## config.mk

```make
export PLATFORM = sky130hd
export DESIGN_NAME = note_relay_top
export DESIGN_NICKNAME = d
export VERILOG_FILES = /design/src/audio_pkg.sv /design/src/note_pkg.sv /design/src/note_relay_top.sv /design/src/note_synthesizer.sv /design/src/segment_note_decoder.sv /design/src/note_recognizer.sv
export VERILOG_INCLUDE_DIRS = /design/src /design/src/src
export SDC_FILE = /design/constraint.sdc
export NUM_CORES = 1
export LEC_CHECK = 0
export BUFFER_PORTS_ARGS = -buffer_cell sky130_fd_sc_hd__buf_2
export CAP_MARGIN = 40
export CORE_MARGIN = 3
export CORE_UTILIZATION = 60
export CTS_CLUSTER_SIZE = 8
export DETAILED_ROUTE_END_ITERATION = 10
export MAX_ROUTING_LAYER = met4
export PLACE_DENSITY = 0.84
export SYNTH_ARGS = -nofsm -noshare
export SYNTH_HDL_FRONTEND = slang
export SYNTH_SLANG_ARGS = --single-unit
export TNS_END_PERCENT = 30
```

## constraint.sdc

```tcl
create_clock -name clk -period 142.5 [get_ports clk]
set_input_delay 42.75 -clock clk [delete_from_list [all_inputs] [get_ports clk]]
set_output_delay 42.75 -clock clk [all_outputs]
set_load 0.005 [all_outputs]
```

## src/note_defines.svh

```systemverilog
`ifndef NOTE_DEFINES_SVH
`define NOTE_DEFINES_SVH

// --------------------
// Clock and sample widths

// Design clock rate in Hz
`define CLK_HZ            1000000

`define W_MIC             24
`define W_SOUND           16

// One select line per display digit
`define W_DIGIT           8

// --------------------
// Tone and recognition

// Magnitude of the square wave on the sound output
`define TONE_AMPL         8192

// Matching periods in a row before a note is shown
`define DEBOUNCE_PERIODS  2

// Wide enough for periods well below 20 Hz at CLK_HZ
`define W_PERIOD          16

`endif
```

## src/audio_pkg.sv

```systemverilog
`include "note_defines.svh"

package audio_pkg;

    // --------------------
    // Sample types

    typedef logic signed [`W_MIC   - 1:0] mic_sample_t;
    typedef logic signed [`W_SOUND - 1:0] sound_sample_t;

    // --------------------
    // Helpers

    // Only the sign of the microphone is looked at
    function automatic logic is_negative(input mic_sample_t s);
        return s[`W_MIC - 1];
    endfunction

endpackage

```

## src/note_pkg.sv

```systemverilog
`include "note_defines.svh"

package note_pkg;

    typedef logic [3:0]             note_t;    // 0 is C, 11 is B
    typedef logic [7:0]             seg_t;     // abcdefgh, h is the dot
    typedef logic [`W_PERIOD - 1:0] period_t;  // Clock cycles

    localparam int   N_NOTES   = 12;
    localparam seg_t seg_blank = 8'b0000_0000;

    // --------------------
    // Display patterns
    // Sharps reuse the natural pattern and light the dot

    function automatic seg_t note_segments(input note_t n);
        case (n)
            4'd0    : return 8'b1001_1100;  // C
            4'd1    : return 8'b1001_1101;  // C#
            4'd2    : return 8'b0111_1010;  // D
            4'd3    : return 8'b0111_1011;  // D#
            4'd4    : return 8'b1001_1110;  // E
            4'd5    : return 8'b1000_1110;  // F
            4'd6    : return 8'b1000_1111;  // F#
            4'd7    : return 8'b1011_1100;  // G
            4'd8    : return 8'b1011_1101;  // G#
            4'd9    : return 8'b1110_1110;  // A
            4'd10   : return 8'b1110_1111;  // A#
            4'd11   : return 8'b0011_1110;  // B
            default : return seg_blank;
        endcase
    endfunction

    // --------------------
    // Octave 4 periods, rounded to the nearest cycle

    function automatic period_t note_period(input note_t n);
        int unsigned freq_chz;  // Centihertz
        case (n)
            4'd1    : freq_chz = 27718;
            4'd2    : freq_chz = 29366;
            4'd3    : freq_chz = 31113;
            4'd4    : freq_chz = 32963;
            4'd5    : freq_chz = 34923;
            4'd6    : freq_chz = 36999;
            4'd7    : freq_chz = 39200;
            4'd8    : freq_chz = 41530;
            4'd9    : freq_chz = 44000;
            4'd10   : freq_chz = 46616;
            4'd11   : freq_chz = 49388;
            default : freq_chz = 26163;  // C and unused codes
        endcase
        return period_t'((`CLK_HZ * 100 + freq_chz / 2) / freq_chz);
    endfunction

    // Windows meet halfway between neighbouring periods
    // Lower bound is inclusive, upper bound exclusive

    function automatic period_t note_lower_bound(input note_t n);
        int unsigned here;
        int unsigned other;
        if (n >= 4'd11) begin
            here  = note_period(4'd11);
            other = note_period(4'd10);
            return period_t'(2 * here - (here + other) / 2);  // Mirror of the upper side
        end
        here  = note_period(n);
        other = note_period(n + 1'b1);
        return period_t'((here + other) / 2);
    endfunction

    function automatic period_t note_upper_bound(input note_t n);
        int unsigned here;
        int unsigned other;
        if (n == 4'd0) begin
            here  = note_period(4'd0);
            other = note_period(4'd1);
            return period_t'(2 * here - (here + other) / 2);  // Mirror of the lower side
        end
        here  = note_period(n);
        other = note_period(n - 1'b1);
        return period_t'((here + other) / 2);
    endfunction

endpackage

```

## src/note_relay_top.sv

```systemverilog
`timescale 1ns/1ps
`include "note_defines.svh"

module note_relay_top (
    input                            clk,
    input                            rst,
    input  audio_pkg::mic_sample_t   mic,
    output note_pkg::seg_t           abcdefgh,
    output logic [`W_DIGIT - 1:0]    digit,
    output audio_pkg::sound_sample_t sound
);

    import note_pkg::*;

    seg_t  seg_pattern;  // Recognized note as a pattern
    note_t note;         // Same note as an index

    // --------------------

    note_recognizer i_note_recognizer (
        .clk         ( clk         ),
        .rst         ( rst         ),
        .mic         ( mic         ),
        .seg_pattern ( seg_pattern )
    );

    // --------------------

    segment_note_decoder i_segment_note_decoder (
        .clk         ( clk         ),
        .rst         ( rst         ),
        .seg_pattern ( seg_pattern ),
        .note        ( note        )
    );

    // --------------------

    note_synthesizer i_note_synthesizer (
        .clk         ( clk         ),
        .rst         ( rst         ),
        .note        ( note        ),
        .abcdefgh    ( abcdefgh    ),
        .digit       ( digit       ),
        .sound       ( sound       )
    );

endmodule

```

## src/note_synthesizer.sv

```systemverilog
`timescale 1ns/1ps
`include "note_defines.svh"

module note_synthesizer (
    input                            clk,
    input                            rst,
    input  note_pkg::note_t          note,
    output note_pkg::seg_t           abcdefgh,
    output logic [`W_DIGIT - 1:0]    digit,
    output audio_pkg::sound_sample_t sound
);

    import note_pkg::*;
    import audio_pkg::*;

    localparam sound_sample_t AMPL_POS = sound_sample_t'(`TONE_AMPL);
    localparam sound_sample_t AMPL_NEG = -AMPL_POS;

    // Reload value for a half period of C
    localparam period_t HALF_C = (note_period(note_t'(0)) >> 1) - 1'b1;

    note_t   note_q;       // Note the tone is playing
    logic    note_change;
    period_t half_reload;
    period_t half_cnt;
    logic    tone_high;

    // --------------------
    // Tone generator

    assign note_change = (note != note_q);
    assign half_reload = (note_period(note) >> 1) - 1'b1;

    always_ff @(posedge clk) begin
        if (rst) begin
            note_q    <= '0;
            half_cnt  <= HALF_C;
            tone_high <= 1'b0;
        end else if (note_change) begin
            note_q    <= note;
            half_cnt  <= half_reload;                  // Restart on the low phase
            tone_high <= 1'b0;
        end else if (half_cnt == '0) begin
            half_cnt  <= half_reload;
            tone_high <= !tone_high;
        end else begin
            half_cnt  <= half_cnt - 1'b1;
        end
    end

    assign sound = tone_high ? AMPL_POS : AMPL_NEG;

    // --------------------
    // Display

    always_ff @(posedge clk)
        abcdefgh <= note_segments(note);

    assign digit = { {(`W_DIGIT - 1){1'b0}}, 1'b1 };  // Rightmost digit only

endmodule

```

## src/segment_note_decoder.sv

```systemverilog
`timescale 1ns/1ps

module segment_note_decoder (
    input                   clk,
    input                   rst,
    input  note_pkg::seg_t  seg_pattern,
    output note_pkg::note_t note
);

    import note_pkg::*;

    logic  known;       // Pattern is one of the twelve notes
    note_t known_note;

    // --------------------
    // Reverse lookup

    always_comb begin
        known      = 1'b0;
        known_note = '0;
        for (int i = 0; i < N_NOTES; i++) begin
            if (seg_pattern == note_segments(note_t'(i))) begin
                known      = 1'b1;
                known_note = note_t'(i);
            end
        end
    end

    // Blank and stray patterns keep the last note
    always_ff @(posedge clk) begin
        if (rst)
            note <= '0;                                // C
        else if (known)
            note <= known_note;
    end

endmodule

```

## src/note_recognizer.sv

```systemverilog
`timescale 1ns/1ps
`include "note_defines.svh"

module note_recognizer (
    input                          clk,
    input                          rst,
    input  audio_pkg::mic_sample_t mic,
    output note_pkg::seg_t         seg_pattern
);

    import note_pkg::*;
    import audio_pkg::*;

    localparam int                 W_MATCH    = $clog2(`DEBOUNCE_PERIODS + 1);
    localparam logic [W_MATCH-1:0] MATCH_FULL = W_MATCH'(`DEBOUNCE_PERIODS);

    logic                 prev_neg;    // Sign of the previous sample
    logic                 rising;
    period_t              period_cnt;
    logic                 hit;
    note_t                hit_note;
    logic                 same_note;
    logic [W_MATCH - 1:0] match_cnt;
    logic [W_MATCH - 1:0] match_next;
    note_t                last_note;

    // --------------------
    // Zero crossing and period

    assign rising = prev_neg && !is_negative(mic);

    always_ff @(posedge clk) begin
        if (rst) begin
            prev_neg   <= 1'b0;
            period_cnt <= '0;
        end else begin
            prev_neg <= is_negative(mic);
            if (rising)
                period_cnt <= period_t'(1);            // Crossing cycle starts a new period
            else if (period_cnt != '1)
                period_cnt <= period_cnt + 1'b1;       // Saturates on silence
        end
    end

    // --------------------
    // Classifier

    // At a crossing period_cnt holds the full period just ended
    always_comb begin
        hit      = 1'b0;
        hit_note = '0;
        for (int i = 0; i < N_NOTES; i++) begin
            if (period_cnt >= note_lower_bound(note_t'(i))
                    && period_cnt < note_upper_bound(note_t'(i))) begin
                hit      = 1'b1;
                hit_note = note_t'(i);
            end
        end
    end

    // --------------------
    // Debounce

    assign same_note  = (match_cnt != '0) && (hit_note == last_note);
    assign match_next = !same_note                ? W_MATCH'(1) :
                        (match_cnt == MATCH_FULL) ? MATCH_FULL  :
                                                    match_cnt + 1'b1;

    always_ff @(posedge clk) begin
        if (rst) begin
            match_cnt   <= '0;
            last_note   <= '0;
            seg_pattern <= seg_blank;
        end else if (rising) begin
            if (!hit) begin
                match_cnt   <= '0;
                seg_pattern <= seg_blank;              // Out of every window
            end else begin
                match_cnt <= match_next;
                last_note <= hit_note;
                if (match_next == MATCH_FULL)
                    seg_pattern <= note_segments(hit_note);
            end
        end
    end

endmodule

```

==> flow_summary.toml <==
[floorplan]
start_util = 0.612
pin_count = 58
core_mm2 = 0.0422
die_w_um = 214
chipHeight_um = 214
rows = 75
dieArea_mm2 = 0.0456

[setup_path]
path_class = "flop to flop"
required_ns = 142.71
critical_path_peak_fanout = 38
worstSetupStartpointType = "flop"
cpMostUsedCell = "o21a_1"
crit_path_end_kind = "flop"
worstRegToRegCells = 400
r2r_slack_ns = 45.98
slowest_stage = "o31ai_2"
cp.arrival_ns = 96.73
critPathMaxStageDelay_ns = 0.73
rr_endpoint = "i_note_synthesizer.half_cnt[14]$_SDFF_PP0_"

[timing]
relSlewSlack = 0.367
tightest_slew_ns = 0.947
period_minus_slack_ns = 96.52
fin_ws_ns = 45.98
rsz0062_at_grt = "false"
max_freq_ghz = 0.0104
fin_skew_ns = 0.00862
final.period_utilization = 0.677
fin_tns_setup_ns = 0
report.final.hold_viol_count = 0
maxSlewViolCount = 0
setup_viol = 0

[cells_and_area]
synthToLayoutAreaGrowth_pct = 3.15
final_cell_mix = "391 x ha_1, 364 x nand2_1, 343 x nor2_1, 244 x a21oi_1, 221 x nor3_1"
final_area_mm2 = 0.0267
instances_no_fill = 4111
n_antenna_cell = 0
seq_area_mm2 = 0.00160
multi_input_area_mm2 = 0.0234
drive_gt1_frac = 0.0731
final_common_cell = "ha_1"
layout.nets = 3985
num-fill-cells = 3809

[logic_synthesis]
syn_area_mm2 = 0.0259
synth_edf_count = 0
synth_cells = 3614
yosys_most_used_dff = "dfxtp_1"
ys_types = 127
syn_area_per_cell_um2 = 7.15
ys_seq_area_frac = 0.0619
synth_seq_cells = 80
synthArstFlopShare = 0
ys.warnings.count = 0

[min_path]
hold_class = "flop to flop"
hold-path-endpoint = "i_note_recognizer.match_cnt[1]$_SDFFE_PP0P_"
hold_path_depth = 2
hold_start = "i_note_recognizer.match_cnt[1]$_SDFFE_PP0P_"

[place]
hpwl_mm = 56.1
place_ws_ns = 47.99
io_buffers = 12
gp_congestion = 0.967
dpl_cell_area_mm2 = 0.0264
dp_cells = 4096

[detailed_routing]
drt_wl_total_mm = 72.7
final_antenna_net_count = 0
drtIter0Drc = 2532
first_pass_iters = 8
via_per_inst = 6.67
vias = 27400
remaining_drc_errors = 0
wire_per_inst_um = 17.7

[global_routing]
grt_pass1_wl_mm = 121
grt_remaining_overflow = 0
grt_max_degree = 46
antenna_found_initial = 0
grt_pass1_vias = 24900
grt.total_usage = 0.321

[power_and_ir_drop]
max-vdd-ir-drop_uv = 7.20
p_total_mw = 0.0482
power.leakage_nw = 11.3
p_per_area_mw_per_mm2 = 1.81

[clock_tree]
clkSinkCount = 80
path_clk_slew_ns = 0.06
cts-root-buf = "clkbuf_16"
cts_resized = 0
numCtsBuffers = 9
cts_tree = "built"
postCtsSetupBuffers = 0
cts_hold_buf = 0
clk_path_buf_depth = 2
cts-htree-levels = 3
clk_latency_ns = 0.34

[job]
drv_cap = 0

[status]
status = "finished, final reports clean"
[through the flow]
stage / utilization / hold WS, ns
CTS: 0.632 / 0.488
detailed placement: 0.624 / 0.479
global placement: 0.624 / 0.465
floorplan: - / 0.448
finish: 0.632 / 0.487
global route: 0.632 / 0.513
[kinds of logic after synthesis]
| family | synth area share |
|---|---|
| fa+ha+maj | 0.189 |
| compound gates | 0.315 |
| mux | 0.0449 |
| buf+inv | 0.0394 |
| flops | 0.0619 |
| xor+xnor | 0.0752 |
| other cells | 0.000290 |
| simple gates | 0.274 |
[synthesized netlist by cell type, types with 44 or more instances]
cell	instances	area, um2
ha_1	391	4890
nand2_1	364	1370
nor2_1	343	1290
a21oi_1	244	1220
nor3_1	222	1110
o21a_1	191	1430
o21ai_0	148	741
xnor2_1	130	1140
o31ai_1	113	848
inv_1	101	379
xor2_1	92	806
nand3_1	87	435
dfxtp_1	80	1600
clkbuf_1	75	282
mux2_2	65	732
a21o_1	60	450
nand4_1	48	300
a31oi_1	47	294
nand2b_1	44	275
[where the power goes]
group | internal, mW | switching, mW | leakage [nW] | total (mW)
Combinational | 0.000738 | 0.00128 | 10.5 | 0.00203
Sequential | 0.0226 | 0.000222 | 0.647 | 0.0228
Clock | 0.0145 | 0.00886 | 0.152 | 0.0233
Total | 0.0378 | 0.0104 | 11.3 | 0.0482
[how the worst max path moves through the flow]
| stage | slack, ns | depth (start not counted) | end |
|---|---|---|---|
| floorplan | 57.12 | 436 | i_note_synthesizer.half_cnt[14]$_SDFF_PP0_ |
| global placement | 49.09 | 402 | i_note_synthesizer.half_cnt[14]$_SDFF_PP0_ |
| detailed placement | 47.99 | 397 | i_note_synthesizer.half_cnt[14]$_SDFF_PP0_ |
| CTS | 47.50 | 400 | i_note_synthesizer.half_cnt[14]$_SDFF_PP0_ |
| global route | 37.86 | 404 | i_note_synthesizer.half_cnt[14]$_SDFF_PP0_ |
| finish | 45.98 | 400 | i_note_synthesizer.half_cnt[14]$_SDFF_PP0_ |
[layer usage]
metal  vias to the layer above  GRT usage  wire, um
met1                     12600      0.427     32100
met3                       177     0.0445      6370
met2                      1079      0.511     32200
li1                      13600          -         -
met5                         -          -         0
met4                         0     0.0889      2100
[area by class of cell]
class                      count  area share
inverter                     103      0.0145
sequential                    80      0.0600
timing repair buffer          50      0.0131
clock inverter                 4     0.00197
multi-input combinational   3324       0.876
tap                          539      0.0253
clock buffer                  11     0.00948
[critical path, delay by kind of cell (launching register included)]
family / cells / cell delay [ns]
AOI/OAI and AO/OA: 240 / 55.22
and+or+nand+nor: 108 / 25.40
adders and majority gates: 30 / 9.65
muxes: 8 / 2.62
buffers and inverters: 13 / 2.62
DFF: 1 / 0.41
xor gates and xnor gates: 1 / 0.16
Power figures use the tool's default switching activity.
